## config.mk

```make
export PLATFORM = sky130hd
export DESIGN_NAME = fpu_noncomp_block
export DESIGN_NICKNAME = d
export VERILOG_FILES = /design/src/hdl/fpu_op_pkg.sv /design/src/hdl/fpu_fmt_pkg.sv /design/src/hdl/slice_out_if.sv /design/src/hdl/fpu_noncomp_block.sv /design/src/hdl/fpu_result_arbiter.sv /design/src/hdl/fpu_noncomp_slice.sv
export SDC_FILE = /design/constraint.sdc
export NUM_CORES = 1
export LEC_CHECK = 0
export ABC_AREA = 1
export BUFFER_PORTS_ARGS = -buffer_cell sky130_fd_sc_hd__buf_2
export CORE_ASPECT_RATIO = 1.5
export CORE_MARGIN = 5
export CORE_UTILIZATION = 57
export DETAILED_ROUTE_END_ITERATION = 10
export PLACE_DENSITY_LB_ADDON = 0.25
export SKIP_CTS_REPAIR_TIMING = 1
export SLEW_MARGIN = 20
export SYNTH_ARGS = -nofsm -noshare
export SYNTH_HDL_FRONTEND = slang
export SYNTH_SLANG_ARGS = --single-unit
```

## constraint.sdc

```tcl
create_clock -name clk_i -period 4.4 [get_ports clk_i]
set_input_delay 0.88 -clock clk_i [delete_from_list [all_inputs] [get_ports clk_i]]
set_output_delay 0.88 -clock clk_i [all_outputs]
set_load 0.1 [all_outputs]
```

## src/hdl/fpu_op_pkg.sv

```systemverilog
/* Operation codes of the non-computational group and the
   IEEE 754 exception flag set */

package fpu_op_pkg;

  // --------------------------------------------------------------------------
  // Operations
  // --------------------------------------------------------------------------
  typedef enum logic [2:0] {
    OP_MIN   = 3'd0,
    OP_MAX   = 3'd1,
    OP_SGNJ  = 3'd2,
    OP_SGNJN = 3'd3,
    OP_SGNJX = 3'd4,
    OP_FEQ   = 3'd5,
    OP_FLT   = 3'd6,
    OP_FLE   = 3'd7
  } operation_e;

  // --------------------------------------------------------------------------
  // Exception flags
  // --------------------------------------------------------------------------
  // Invalid, divide by zero, overflow, underflow, inexact
  typedef struct packed {
    logic nv;
    logic dz;
    logic of;
    logic uf;
    logic nx;
  } status_t;

endpackage

```

## src/hdl/fpu_fmt_pkg.sv

```systemverilog
/* Floating-point format definitions for the non-computational group:
   format select, binary32 and binary16 bit layouts, the operand word
   union and canonical quiet NaN patterns */

package fpu_fmt_pkg;

  // --------------------------------------------------------------------------
  // Format select
  // --------------------------------------------------------------------------
  typedef enum logic {
    FMT_FP32 = 1'b0,
    FMT_FP16 = 1'b1
  } fp_format_e;

  // --------------------------------------------------------------------------
  // Bit layouts
  // --------------------------------------------------------------------------
  typedef struct packed {
    logic        sign;
    logic [7:0]  exponent;
    logic [22:0] mantissa;
  } fp32_t;

  typedef struct packed {
    logic       sign;
    logic [4:0] exponent;
    logic [9:0] mantissa;
  } fp16_t;

  // One 32-bit operand word, seen as binary32 or as a boxed binary16
  typedef union packed {
    fp32_t fp32;
    struct packed {
      logic [15:0] box;
      fp16_t       val;
    } fp16;
  } operand_u;

  // Upper half of a properly NaN-boxed binary16 word
  localparam logic [15:0] FP16_BOX = 16'hFFFF;

  // --------------------------------------------------------------------------
  // Canonical quiet NaNs
  // --------------------------------------------------------------------------
  localparam logic [31:0] CANON_NAN32 = 32'h7FC0_0000;
  localparam logic [15:0] CANON_NAN16 = 16'h7E00;

endpackage
```

## src/hdl/slice_out_if.sv

```systemverilog
`timescale 1ns/1ps

/* Result stream from one format slice to the result arbiter */

interface slice_out_if #(
  parameter int unsigned TagWidth = 4
);

  import fpu_op_pkg::*;

  logic                valid;
  logic                ready;
  logic [31:0]         result;
  status_t             status;
  logic [TagWidth-1:0] tag;

  // Slice side
  modport producer (output valid, result, status, tag, input ready);

  // Arbiter side
  modport consumer (input valid, result, status, tag, output ready);

endinterface

```

## src/hdl/fpu_noncomp_block.sv

```systemverilog
`timescale 1ns/1ps

/* Non-computational FPU operation group: format dispatch to the binary32
   and binary16 slices, result arbitration and busy indication */

module fpu_noncomp_block #(
  parameter int unsigned TagWidth     = 4,
  parameter int unsigned Fp32PipeRegs = 2,
  parameter int unsigned Fp16PipeRegs = 1
) (
  input  logic                       clk_i,
  input  logic                       rst_i,
  input  logic                       flush_i,
  // Input handshake and operation
  input  logic                       in_valid_i,
  output logic                       in_ready_o,
  input  logic [1:0][31:0]           operands_i,
  input  fpu_op_pkg::operation_e     op_i,
  input  fpu_fmt_pkg::fp_format_e    fmt_i,
  input  logic [TagWidth-1:0]        tag_i,
  // Output handshake and result
  output logic                       out_valid_o,
  input  logic                       out_ready_i,
  output logic [31:0]                result_o,
  output fpu_op_pkg::status_t        status_o,
  output logic [TagWidth-1:0]        tag_o,
  output logic                       busy_o
);

  import fpu_fmt_pkg::*;

  logic [1:0] slice_in_valid;
  logic [1:0] slice_in_ready;
  logic [1:0] slice_busy;

  slice_out_if #(.TagWidth(TagWidth)) slice_out [2] ();

  // --------------------------------------------------------------------------
  // Format dispatch
  // --------------------------------------------------------------------------
  assign slice_in_valid[0] = in_valid_i & (fmt_i == FMT_FP32);
  assign slice_in_valid[1] = in_valid_i & (fmt_i == FMT_FP16);

  // Ready comes from the selected slice only
  assign in_ready_o = in_valid_i & slice_in_ready[fmt_i];

  // --------------------------------------------------------------------------
  // Format slices
  // --------------------------------------------------------------------------
  for (genvar f = 0; f < 2; f++) begin : gen_slice
    fpu_noncomp_slice #(
      .Format      (fp_format_e'(f)),
      .NumPipeRegs ((f == 0) ? Fp32PipeRegs : Fp16PipeRegs),
      .TagWidth    (TagWidth)
    ) i_slice (
      .clk_i      (clk_i),
      .rst_i      (rst_i),
      .flush_i    (flush_i),
      .in_valid_i (slice_in_valid[f]),
      .operands_i (operands_i),
      .op_i       (op_i),
      .tag_i      (tag_i),
      .in_ready_o (slice_in_ready[f]),
      .busy_o     (slice_busy[f]),
      .out_o      (slice_out[f])
    );
  end

  // --------------------------------------------------------------------------
  // Result arbitration
  // --------------------------------------------------------------------------
  fpu_result_arbiter #(
    .TagWidth (TagWidth)
  ) i_arbiter (
    .clk_i       (clk_i),
    .rst_i       (rst_i),
    .flush_i     (flush_i),
    .out_ready_i (out_ready_i),
    .slice0_i    (slice_out[0]),
    .slice1_i    (slice_out[1]),
    .out_valid_o (out_valid_o),
    .result_o    (result_o),
    .status_o    (status_o),
    .tag_o       (tag_o)
  );

  assign busy_o = |slice_busy;

endmodule

```

## src/hdl/fpu_result_arbiter.sv

```systemverilog
`timescale 1ns/1ps

/* Round-robin arbiter merging two slice result streams into one
   valid/ready output, with the grant locked under back-pressure */

module fpu_result_arbiter #(
  parameter int unsigned TagWidth = 4
) (
  input  logic                clk_i,
  input  logic                rst_i,
  input  logic                flush_i,
  input  logic                out_ready_i,
  slice_out_if.consumer       slice0_i,
  slice_out_if.consumer       slice1_i,
  output logic                out_valid_o,
  output logic [31:0]         result_o,
  output fpu_op_pkg::status_t status_o,
  output logic [TagWidth-1:0] tag_o
);

  logic [1:0] req;
  logic [1:0] gnt;
  logic       sel;
  logic       prio_q;
  logic       lock_q;
  logic       lock_idx_q;

  assign req = {slice1_i.valid, slice0_i.valid};

  // Locked grant before the round-robin priority
  always_comb begin
    if (lock_q) begin
      sel = lock_idx_q;
    end else if (req[0] && req[1]) begin
      sel = prio_q;
    end else begin
      sel = req[1];
    end
  end

  assign out_valid_o    = req[sel];
  assign gnt            = {out_valid_o & sel, out_valid_o & ~sel};
  assign slice0_i.ready = gnt[0] & out_ready_i;
  assign slice1_i.ready = gnt[1] & out_ready_i;

  assign result_o = sel ? slice1_i.result : slice0_i.result;
  assign status_o = sel ? slice1_i.status : slice0_i.status;
  assign tag_o    = sel ? slice1_i.tag    : slice0_i.tag;

  // --------------------------------------------------------------------------
  // Priority and lock state
  // --------------------------------------------------------------------------
  always_ff @(posedge clk_i) begin
    if (rst_i) begin
      prio_q     <= 1'b0;
      lock_q     <= 1'b0;
      lock_idx_q <= 1'b0;
    end else if (flush_i) begin
      lock_q <= 1'b0;
    end else if (out_valid_o && out_ready_i) begin
      // Other slice goes first next time
      prio_q <= ~sel;
      lock_q <= 1'b0;
    end else if (out_valid_o) begin
      lock_q     <= 1'b1;
      lock_idx_q <= sel;
    end
  end

  // Grant stays on a stalled result until it is taken
  a_grant_held : assert property (@(posedge clk_i) disable iff (rst_i)
    out_valid_o && !out_ready_i && !flush_i |=> out_valid_o && (gnt == $past(gnt)));

  // A slice left waiting wins the next grant
  a_round_robin : assert property (@(posedge clk_i) disable iff (rst_i)
    out_valid_o && out_ready_i && req[~sel] && !flush_i |=>
      out_valid_o && (sel != $past(sel)));

endmodule

```

## src/hdl/fpu_noncomp_slice.sv

```systemverilog
`timescale 1ns/1ps

/* One format slice of the non-computational group: operand decode,
   min/max, sign injection, comparisons and an elastic output pipeline */

module fpu_noncomp_slice #(
  parameter fpu_fmt_pkg::fp_format_e Format      = fpu_fmt_pkg::FMT_FP32,
  parameter int unsigned             NumPipeRegs = 1,
  parameter int unsigned             TagWidth    = 4
) (
  input  logic                   clk_i,
  input  logic                   rst_i,
  input  logic                   flush_i,
  input  logic                   in_valid_i,
  input  logic [1:0][31:0]       operands_i,
  input  fpu_op_pkg::operation_e op_i,
  input  logic [TagWidth-1:0]    tag_i,
  output logic                   in_ready_o,
  output logic                   busy_o,
  slice_out_if.producer          out_o
);

  import fpu_fmt_pkg::*;
  import fpu_op_pkg::*;

  // Exponent and mantissa bits together
  localparam int unsigned MagBits = (Format == FMT_FP32) ? 31 : 15;

  operand_u           opw     [2];
  logic               sgn     [2];
  logic [MagBits-1:0] mag     [2];
  logic               is_nan  [2];
  logic               is_snan [2];
  logic               is_zero [2];

  logic               res_sign;
  logic [MagBits-1:0] res_mag;
  logic [31:0]        res_word;
  logic [31:0]        canon_nan;
  logic [31:0]        calc_result;
  status_t            calc_status;

  assign opw[0] = operands_i[0];
  assign opw[1] = operands_i[1];

  // --------------------------------------------------------------------------
  // Operand decode
  // --------------------------------------------------------------------------
  if (Format == FMT_FP32) begin : gen_fp32
    always_comb begin
      for (int i = 0; i < 2; i++) begin
        sgn[i]     = opw[i].fp32.sign;
        mag[i]     = {opw[i].fp32.exponent, opw[i].fp32.mantissa};
        is_nan[i]  = (&opw[i].fp32.exponent) & (|opw[i].fp32.mantissa);
        is_snan[i] = is_nan[i] & ~opw[i].fp32.mantissa[22];
        is_zero[i] = ~(|mag[i]);
      end
    end
    assign res_word  = {res_sign, res_mag};
    assign canon_nan = CANON_NAN32;
  end else begin : gen_fp16
    fp16_t hv [2];
    always_comb begin
      for (int i = 0; i < 2; i++) begin
        // Broken box reads as canonical NaN
        hv[i]      = (opw[i].fp16.box == FP16_BOX) ? opw[i].fp16.val : CANON_NAN16;
        sgn[i]     = hv[i].sign;
        mag[i]     = {hv[i].exponent, hv[i].mantissa};
        is_nan[i]  = (&hv[i].exponent) & (|hv[i].mantissa);
        is_snan[i] = is_nan[i] & ~hv[i].mantissa[9];
        is_zero[i] = ~(|mag[i]);
      end
    end
    assign res_word  = {FP16_BOX, res_sign, res_mag};
    assign canon_nan = {FP16_BOX, CANON_NAN16};
  end

  // --------------------------------------------------------------------------
  // Operation logic
  // --------------------------------------------------------------------------
  always_comb begin
    logic lt_raw;
    logic eq_raw;
    logic both_zero;
    logic any_nan;
    logic any_snan;
    logic use_fp;
    logic use_canon;
    logic cmp_bit;
    logic nv;

    any_nan   = is_nan[0] | is_nan[1];
    any_snan  = is_snan[0] | is_snan[1];
    both_zero = is_zero[0] & is_zero[1];
    eq_raw    = (sgn[0] == sgn[1]) && (mag[0] == mag[1]);
    // Sign-magnitude order, -0 below +0
    if (sgn[0] != sgn[1]) begin
      lt_raw = sgn[0];
    end else begin
      lt_raw = sgn[0] ? (mag[0] > mag[1]) : (mag[0] < mag[1]);
    end

    res_sign  = sgn[0];
    res_mag   = mag[0];
    use_fp    = 1'b1;
    use_canon = 1'b0;
    cmp_bit   = 1'b0;
    nv        = 1'b0;

    unique case (op_i)
      OP_MIN, OP_MAX: begin
        nv = any_snan;
        if (is_nan[0] && is_nan[1]) begin
          use_canon = 1'b1;
        end else if (is_nan[0] || (!is_nan[1] && ((op_i == OP_MIN) ^ lt_raw))) begin
          res_sign = sgn[1];
          res_mag  = mag[1];
        end
      end
      OP_SGNJ:  res_sign = sgn[1];
      OP_SGNJN: res_sign = ~sgn[1];
      OP_SGNJX: res_sign = sgn[0] ^ sgn[1];
      OP_FEQ: begin
        use_fp  = 1'b0;
        nv      = any_snan;
        cmp_bit = ~any_nan & (eq_raw | both_zero);
      end
      OP_FLT: begin
        use_fp  = 1'b0;
        nv      = any_nan;
        cmp_bit = ~any_nan & lt_raw & ~both_zero;
      end
      OP_FLE: begin
        use_fp  = 1'b0;
        nv      = any_nan;
        cmp_bit = ~any_nan & ((lt_raw & ~both_zero) | eq_raw | both_zero);
      end
      default: ;
    endcase

    if (use_canon) begin
      calc_result = canon_nan;
    end else if (use_fp) begin
      calc_result = res_word;
    end else begin
      calc_result = {31'b0, cmp_bit};
    end
    calc_status    = '0;
    calc_status.nv = nv;
  end

  // --------------------------------------------------------------------------
  // Elastic pipeline, index 0 is the input side
  // --------------------------------------------------------------------------
  logic                stg_valid  [NumPipeRegs+1];
  logic                stg_ready  [NumPipeRegs+1];
  logic [31:0]         stg_result [NumPipeRegs+1];
  status_t             stg_status [NumPipeRegs+1];
  logic [TagWidth-1:0] stg_tag    [NumPipeRegs+1];

  assign stg_valid[0]  = in_valid_i;
  assign stg_result[0] = calc_result;
  assign stg_status[0] = calc_status;
  assign stg_tag[0]    = tag_i;
  assign in_ready_o    = stg_ready[0];

  for (genvar s = 0; s < NumPipeRegs; s++) begin : gen_stage
    // Free slot or the held item leaves this cycle
    assign stg_ready[s] = stg_ready[s+1] | ~stg_valid[s+1];

    always_ff @(posedge clk_i) begin
      if (rst_i || flush_i) begin
        stg_valid[s+1] <= 1'b0;
      end else if (stg_ready[s]) begin
        stg_valid[s+1] <= stg_valid[s];
      end
    end

    always_ff @(posedge clk_i) begin
      if (stg_valid[s] && stg_ready[s]) begin
        stg_result[s+1] <= stg_result[s];
        stg_status[s+1] <= stg_status[s];
        stg_tag[s+1]    <= stg_tag[s];
      end
    end
  end

  assign stg_ready[NumPipeRegs] = out_o.ready;
  assign out_o.valid            = stg_valid[NumPipeRegs];
  assign out_o.result           = stg_result[NumPipeRegs];
  assign out_o.status           = stg_status[NumPipeRegs];
  assign out_o.tag              = stg_tag[NumPipeRegs];

  always_comb begin
    busy_o = 1'b0;
    for (int s = 1; s <= NumPipeRegs; s++) begin
      busy_o = busy_o | stg_valid[s];
    end
  end

  // Stalled result must not change before the arbiter takes it
  a_out_stable : assert property (@(posedge clk_i) disable iff (rst_i || flush_i)
    out_o.valid && !out_o.ready |=> out_o.valid && $stable(out_o.result) &&
                                    $stable(out_o.status) && $stable(out_o.tag));

endmodule

```

==> results of run 1 <==
cell families after synthesis:
logic type,after synthesis,synth area share [%]
AOI/OAI and AO/OA,139,11.1
and+or+nand+nor,395,26.7
DFF,102,45.4
adders and majority gates,44,8.33
buffers and inverters,135,8.12
other,1,0.0567
xor gates and xnor gates,2,0.265
cells in the mapped netlist (all sizes together):
cell type / n
nand2: 244
inv: 110
edfxtp: 96
a21oi: 71
nor2: 56
o21ai: 54
ha: 44
nand3: 37
nand4: 21
nor3: 20
clkbuf: 14
nor4: 12
buf: 9
dfxtp: 6
o211ai: 4
a211oi: 2
clkinv: 2
nand3b: 2
nor3b: 2
o21a: 2
a221oi: 1
a22oi: 1
conb: 1
o21bai: 1
o221ai: 1
o22ai: 1
o32ai: 1
or2: 1
xnor2: 1
xor2: 1
placed cells by master (no fill, tap or decap), types with 2 or more instances in the layout:
master                      synthesis  layout
sky130_fd_sc_hd__nand2_2            3       3
sky130_fd_sc_hd__nand3_2            7       7
sky130_fd_sc_hd__clkbuf_1          14       3
sky130_fd_sc_hd__conb_1             1       4
sky130_fd_sc_hd__o211ai_1           4       4
sky130_fd_sc_hd__o21ai_1            3       3
sky130_fd_sc_hd__o21ai_0           51      51
sky130_fd_sc_hd__clkinv_1           2       2
sky130_fd_sc_hd__inv_2              2       2
sky130_fd_sc_hd__dfxtp_1            6       6
sky130_fd_sc_hd__a211oi_1           2       2
sky130_fd_sc_hd__nor2_2             6       7
sky130_fd_sc_hd__nand3b_1           2       2
sky130_fd_sc_hd__inv_1            107     107
sky130_fd_sc_hd__nor2_1            49      47
sky130_fd_sc_hd__clkbuf_8           0       3
sky130_fd_sc_hd__nand4_1           21      21
sky130_fd_sc_hd__nor3b_1            2       2
sky130_fd_sc_hd__nor4_1            12      12
sky130_fd_sc_hd__a21oi_1           70      70
sky130_fd_sc_hd__nor3_1            18      18
sky130_fd_sc_hd__ha_1              44      44
sky130_fd_sc_hd__buf_4              5       8
sky130_fd_sc_hd__buf_2              1     116
sky130_fd_sc_hd__o21a_1             2       2
sky130_fd_sc_hd__clkbuf_16          0       9
sky130_fd_sc_hd__nand2_1          240     240
sky130_fd_sc_hd__nand3_1           29      29
sky130_fd_sc_hd__edfxtp_1          96      96
critical path, stage by stage:
cell	delay [ps]
sky130_fd_sc_hd__buf_2	140
sky130_fd_sc_hd__nand2_1	90
sky130_fd_sc_hd__nor2_2	140
sky130_fd_sc_hd__nand2_2	110
sky130_fd_sc_hd__nor2_1	300
sky130_fd_sc_hd__inv_2	180
sky130_fd_sc_hd__nor2_1	160
sky130_fd_sc_hd__inv_1	60
sky130_fd_sc_hd__ha_1	310
sky130_fd_sc_hd__nand4_1	180
sky130_fd_sc_hd__nor4_1	320
sky130_fd_sc_hd__nand3_1	170
sky130_fd_sc_hd__nand2_1	90
sky130_fd_sc_hd__nand2_1	60
sky130_fd_sc_hd__nand2_1	90
sky130_fd_sc_hd__nand2_1	70
sky130_fd_sc_hd__nand3_2	110
sky130_fd_sc_hd__nand3_4	190
sky130_fd_sc_hd__inv_4	220
sky130_fd_sc_hd__nand2_1	70
sky130_fd_sc_hd__nand3_1	80
sky130_fd_sc_hd__nand2_1	60
report_power, final:
group / switching, mW / total (mW) / internal, mW
registers: 0.00851 / 1.11 / 1.10
clock network: 0.304 / 0.733 / 0.429
logic: 0.345 / 0.453 / 0.108
total: 0.658 / 2.30 / 1.64
sequential cells by signal, indices dropped and copies added (netlist names):
name and count:
gen_slice.i_slice.out_o.status 2, i_arbiter.prio_q 1, gen_slice.i_slice.out_o.tag 8, gen_slice.i_slice.out_o.result 49, gen_slice.i_slice.stg_valid 1, gen_slice.i_slice.stg_result 32
i_arbiter.lock_idx_q 1, i_arbiter.lock_q 1, gen_slice.i_slice.stg_tag 4, gen_slice.i_slice.busy_o 1, gen_slice.i_slice.out_o.valid 1, gen_slice.i_slice.stg_status 1
stage by stage:
step	util [%]	hold slack, ps
3_5_place_dp	64.2	405
2_1_floorplan	-	400
6_report	66.7	415
4_1_cts	66.7	414
3_3_place_gp	64.2	401
5_1_grt	66.7	417
layer usage:
layer | track usage, % | vias up | share of wire, %
met5 | 0 | - | 0
met3 | 3.05 | 34 | 6.8
met1 | 31.9 | 2696 | 41
li1 | - | 3000 | -
met4 | 11.8 | 0 | 3.6
met2 | 41.3 | 260 | 49
final timing paths:
path                            slack, ps                                    end  cells after the start
worst max-delay path                  400  gen_slice[1].i_slice.out_o.result[12]                     22
worst min register to register        410  gen_slice[0].i_slice.out_o.result[15]                      0
worst min-delay path                  410  gen_slice[0].i_slice.out_o.result[15]                      0
worst max register to register       1210   gen_slice[0].i_slice.out_o.result[9]                      9
cell type report:
cell class | count | area (µm²) | share of cell area, %
timing repair buffer | 125 | 661 | 8.63
inverter | 112 | 423 | 5.53
sequential | 102 | 3000 | 39.2
tap | 150 | 188 | 2.45
multi-input combinational | 584 | 3090 | 40.4
clock buffer | 15 | 278 | 3.63
clock inverter | 1 | 5.00 | 0.0654
==> results.txt, run 1 <==
The flow ran to the end, and the final reports show no timing, DRC or antenna violations. Using the TritonRoute via totals, the vias-per-cell ratio works out to 5.50. The tools report the area of the core as 11500 µm². The detailed-route DRC error count came out at 0.

The run gives 398 ps as the least setup slack across all paths after layout. The count of cells in the finished layout, fillers not included, comes to 1089. Measured against its own limit, the worst slew margin works out to 31.1%. The cell type with the highest aggregate area in the netlist is sky130_fd_sc_hd__edfxtp_1.

The number of global-route vias before repair came out at 5621. The run gives 0 as the remaining global-route overflow. Sequential cells were found to cover 45.4% of the synthesized design area. The data required time of the critical path is 4480 ps.

In this run the mean area of a mapped cell was 8.08 µm². TritonCTS built the clock tree. The area growth from synthesis to layout is 15.7%. The cell sitting at the root of the clock tree is a sky130_fd_sc_hd__clkbuf_16.

The largest driver fanout on the critical path came out at 15. Post-CTS clock slew at the launch and capture registers of the worst setup and hold paths: 60 ps. For this run, the detailed router's first-pass iteration total came to 6. The run gives 9 as the number of buffers added by the clock tree synthesis step. For the worst slack at placement, the log shows 157 ps. The logs give 0 for the initial antenna violation count and 1023 for the count of fill cells added during filler insertion. The die footprint is 13900 µm², and the distinct cell type count of the synthesized netlist is 45. The die is 142 µm tall.

The initial core utilization was 57.6%. The post-synth design cell area came out at 6610 µm². Half-perimeter wire length after placement: 13700 µm. Of the cells placed in the final design, the portion with a size suffix greater than 1 is 17.7%. The run gives 0 as the number of max-slew violations in the final report.

The synthesized netlist cell count was 818; the count of synthesis-stage warnings from yosys was 0. For the post-route standard cell area excluding fillers, the log shows 7650 µm². Setup repair after global routing left no endpoint under its margin.

The final weighted congestion in routability-driven placement came out at 1.08. In this run the critical register-to-register path is launched from gen_slice[0].i_slice.out_o.valid. The standard cell area after detailed placement is 7370 µm², and the largest voltage drop on the vdd net is 187 µV. The tools report the leakage power of the design as 3.57 nW.

The tightest min-delay check is of the reg -> reg type. Timing would allow up to 250 MHz. The tools report the count of antenna diodes in the layout as 0. The worst-case clock buffer depth is 2, and the number of clock sinks is 102. In this run, placement finished with an instance count of 1073. The total power of the final layout is 2.30 mW. The worst setup path is of the in -> reg kind.

For this design the top-level I/O count stands at 121. In this run the horizontal extent of the chip is 97.9 µm. The maximum number of pins on one net before global-route repair is 62. The level count of the clock H-tree came out at 3.

For this run, the post-layout net count is 1055. After the first detailed-routing iteration, the DRC count stood at 463. Setup violations remaining at the end of the flow were counted as 0. After detailed routing, the total wire length is 17200 µm. Data on the critical path arrives at its endpoint at 4090 ps. STA classifies the critical path startpoint as a primary input. The run gives 0 as the post-route antenna net violation count. Total count of hold-check failures in the final report: 0.

The source of the worst hold timing path was gen_slice[0].i_slice.stg_result[47]. The average routed wire per standard cell came out at 15.8 µm. Category of the worst setup path capture point: a flop. At the pin with the least slew margin, the transition time is 1030 ps.

On the final layout, the worst clock skew is 6.01 ps. The synthesized design devotes to its leading area cell type 43.6% of total area. The worst path needs 4000 ps of the cycle, external delays included. The startpoint of the most critical setup path was operands_i[24].

In this run, synthesis produced a sequential element count of 102. The initialized floorplan defines 48 standard-cell rows. The power density relative to cell area is 301 nW/µm².

The final route contains 5990 vias. The tools report the wire length of the first global-routing pass as 27700 µm. The clock network latency to the later pin of the worst-skew pair is 340 ps, and the number of input and output port buffers inserted is 116. Sorting the synthesized cells by area gives the leading types as sky130_fd_sc_hd__edfxtp_1 (44%), sky130_fd_sc_hd__nand2_1 (14%), sky130_fd_sc_hd__ha_1 (8.3%). Dividing the final minimum period by the clock period gives 90.9%. Global routing used 24.7% of the available tracks across all layers. In the final timing run, aggregate negative setup slack is 0 ps. The tool flagged a number of max-cap violations equal to 0.
(Power assumes the default switching activity.)
==> run 2: changes to the inputs <==
CELL_PAD_IN_SITES_DETAIL_PLACEMENT = 0   (was not set)
CELL_PAD_IN_SITES_GLOBAL_PLACEMENT = 1   (was not set)
CORE_UTILIZATION = 42   (was 57)
CTS_CLUSTER_DIAMETER = 30   (was not set)
==> run 2 against run 1 <==
Setup slack better by 110 ps; clock power up 6.7%; combinational power up 2%; die area up 32%; sequential cell count unchanged; routed wire length up 7.3%; global-route usage down 4.6 points; register-to-register slack better by 450 ps; largest power group unchanged; highest routed layer unchanged.
==> results.txt, run 2 (synthesis gave the netlist of run 1 again) <==
The run finished with clean final reports. Net switching is 29.4% of the power. For the share of total power in sequential cells, the log shows 47.2%. The tightest min-delay check is of the reg -> reg type.

Of the available clock period, the critical path in the final layout requires 88.5%. Subtracting the final worst setup slack from the clock period gives 3890 ps. The count of antenna diodes in the layout came out at 0. Start of the worst register-to-register path: i_arbiter.lock_q. The worst pin sits at a relative slew slack of 56.8%. Across all layers, the routed design uses 5821 vias.

The worst hold path terminates at gen_slice[0].i_slice.out_o.result[22]. Number of iterations in the first detailed-routing pass: 7. At the end of routability-driven placement, the weighted congestion stood at 0.922.

Clock-pin slew was measured on the worst setup and hold paths at 70 ps. The data arrival time at the worst-slack endpoint was 3980 ps. The width of the die came out at 112 µm. The internal power consumption is 1.66 mW. The run gives 257 MHz as the top achievable clock speed. In this run the critical register-to-register path is captured at gen_slice[0].i_slice.stg_result[54]. Counting instances, the worst hold path has a depth of 0.

For the worst-case clock buffer depth, the log shows 2. The tree is rooted in a sky130_fd_sc_hd__clkbuf_16. The clock arrives with 6.96 ps of skew. The tools report the wire length of the first global-routing pass as 29300 µm. The tools report the die footprint as 18400 µm². Combinational cells account for 19.6% of the total power. The analysis attributes to net switching a power of 0.694 mW. The count of routing violations after the opening detailed-route iteration is 385, and the internal reg-to-reg setup slack is 1660 ps. The count of cells in the finished layout, fillers not included, comes to 1146.

The worst setup path is captured at a flop. The total negative slack came out at 0 ps. The count of buffers added on input and output ports is 116.

Most common cell after layout, fill and taps aside: sky130_fd_sc_hd__nand2_1. The tree built by TritonCTS fans out to 102 sinks. The number of global-route vias before repair is 5608, and the total wire length is 18500 µm.

The clock network burns 33.2% of the power. The net count of the finished layout is 1059. For this design the static power due to leakage is 3.61 nW. For this run the aggregate overflow at the end of global routing stands at 0. The total of endpoints with negative setup slack in the final report is 0.

The count of nets left with antenna violations once routing finished came out at 0. The level count of the clock H-tree came out at 3. The tools report the maximum number of pins on one net before global-route repair as 44.

STA classifies the critical path startpoint as a primary input. Setup repair after global routing left no endpoint under its margin. Detailed placement ended at an HPWL of 14900 µm. Clock latency on the worst-skew pair, taken at its later pin, is 340 ps. TritonCTS built the clock tree. The share of post-route cells with drive strength above 1 was 18.5%; the total count of hold-check failures in the final report was 0. Total track usage: 20.1%.

At the pin with the least slew margin, the transition time is 646 ps. The detailed-route vias per instance was 5.08; the detailed-route DRC error count was 0. Leaving out fill and tap cells, the most frequent cells in the layout are sky130_fd_sc_hd__nand2_1 (240), sky130_fd_sc_hd__buf_2 (116), sky130_fd_sc_hd__inv_1 (107). The logs give 0 for the number of max-slew violations in the final report and 1129 for the post-placement cell count. Dividing the detail-routed wire length by the instance count gives 16.1 µm. Number of cells traversed by the worst register-to-register path: 13. The run gives 15600 µm² as the area of the core.

The tools report the number of buffers added by the clock tree synthesis step as 9. The number of flip-flops in the largest register is 49, and the initial antenna violation count is 0. The area growth from synthesis to layout was 17.9%.

The setup path with the least slack is of type in -> reg. Initial core utilization: 42.5%. Setup slack closes at 507 ps.

Total number of placement rows: 56. The number of top-level pins is 121, and the data required time of the critical path is 4490 ps. The vertical extent of the die works out to 164 µm. The largest driver fanout on the critical path was 15. The run gives 2.36 mW as the total power of the final layout. At the placement stage, the worst setup path has a slack of 190 ps. The source of the worst hold timing path is gen_slice[0].i_slice.stg_result[54].

The tool flagged a number of max-cap violations equal to 0. The power density relative to cell area was 302 nW/µm². The run gives 203 µV as the largest voltage drop on the vdd net.
[run 2: cell count changes in the layout (fill, tap and decap cells not counted), sizes merged]
| cell | previous run | this run |
|---|---|---|
| clkbuf | 15 | 9 |
| buf | 125 | 129 |
| inv | 110 | 114 |
| clkinv | 3 | 4 |
| bufinv | 0 | 1 |
[run 2: worst max-delay path, stage by stage]
cell                      delay, ps
sky130_fd_sc_hd__buf_2          120
sky130_fd_sc_hd__nand2_1         60
sky130_fd_sc_hd__nor2_1         210
sky130_fd_sc_hd__nand2_1        170
sky130_fd_sc_hd__nor2_1         220
sky130_fd_sc_hd__buf_4          230
sky130_fd_sc_hd__nand2_1        150
sky130_fd_sc_hd__ha_1           330
sky130_fd_sc_hd__nand4_1        150
sky130_fd_sc_hd__nor4_1         260
sky130_fd_sc_hd__nand3_1        160
sky130_fd_sc_hd__nand2_1         90
sky130_fd_sc_hd__nand2_1         60
sky130_fd_sc_hd__nand2_1         90
sky130_fd_sc_hd__nand2_1         60
sky130_fd_sc_hd__nand3_2        110
sky130_fd_sc_hd__nand3_4        200
sky130_fd_sc_hd__inv_4          210
sky130_fd_sc_hd__nand2_1         80
sky130_fd_sc_hd__nand3_1         80
sky130_fd_sc_hd__nand2_1         50
[run 2: metal layers]
layer / up-vias / track usage [%] / share of wire, %
met3: 40 / 2.48 / 5.0
met1: 2585 / 25.7 / 41
met2: 191 / 34.5 / 50
li1: 3005 / - / -
met5: - / 0 / 0
met4: 0 / 8.26 / 3.4
[run 2: final cells by class]
class                      count  area (µm²)
fill                        1577        7760
clock inverter                 7        77.6
tap                          203         254
multi-input combinational    584        3100
timing repair buffer         129         711
sequential                   102        3000
inverter                     112         423
clock buffer                   9         225
[run 2: how the worst max path moves through the flow]
stage / startpoint / endpoint / slack, ps / cells past startpoint
floorplan: gen_slice[0].i_slice.out_o.valid / in_ready_o / 100 / 9
global placement: operands_i[17] / gen_slice[1].i_slice.out_o.result[10] / 310 / 21
detailed placement: operands_i[17] / gen_slice[1].i_slice.out_o.result[10] / 190 / 21
CTS: operands_i[17] / gen_slice[1].i_slice.out_o.result[10] / 560 / 21
global route: operands_i[16] / gen_slice[1].i_slice.out_o.result[14] / 200 / 21
finish: operands_i[17] / gen_slice[1].i_slice.out_o.result[10] / 510 / 21
[run 2: power groups by stage]
stage / logic, mW / registers (mW) / clock network (mW)
after floorplan: 0.312 / 1.13 / 0
after global placement: 0.461 / 1.13 / 0
after detailed placement: 0.461 / 1.13 / 0
after CTS: 0.462 / 1.11 / 0.806
after global routing: 0.505 / 1.11 / 0.846
final: 0.463 / 1.11 / 0.782
[run 2: stage by stage]
step	hold WS [ps]	cell area [µm²]	utilization [%]
2_1_floorplan	400	6620	-
3_3_place_gp	400	7470	48.0
3_5_place_dp	405	7470	48.0
4_1_cts	415	7770	49.9
5_1_grt	423	7800	50.1
6_report	414	7800	50.1
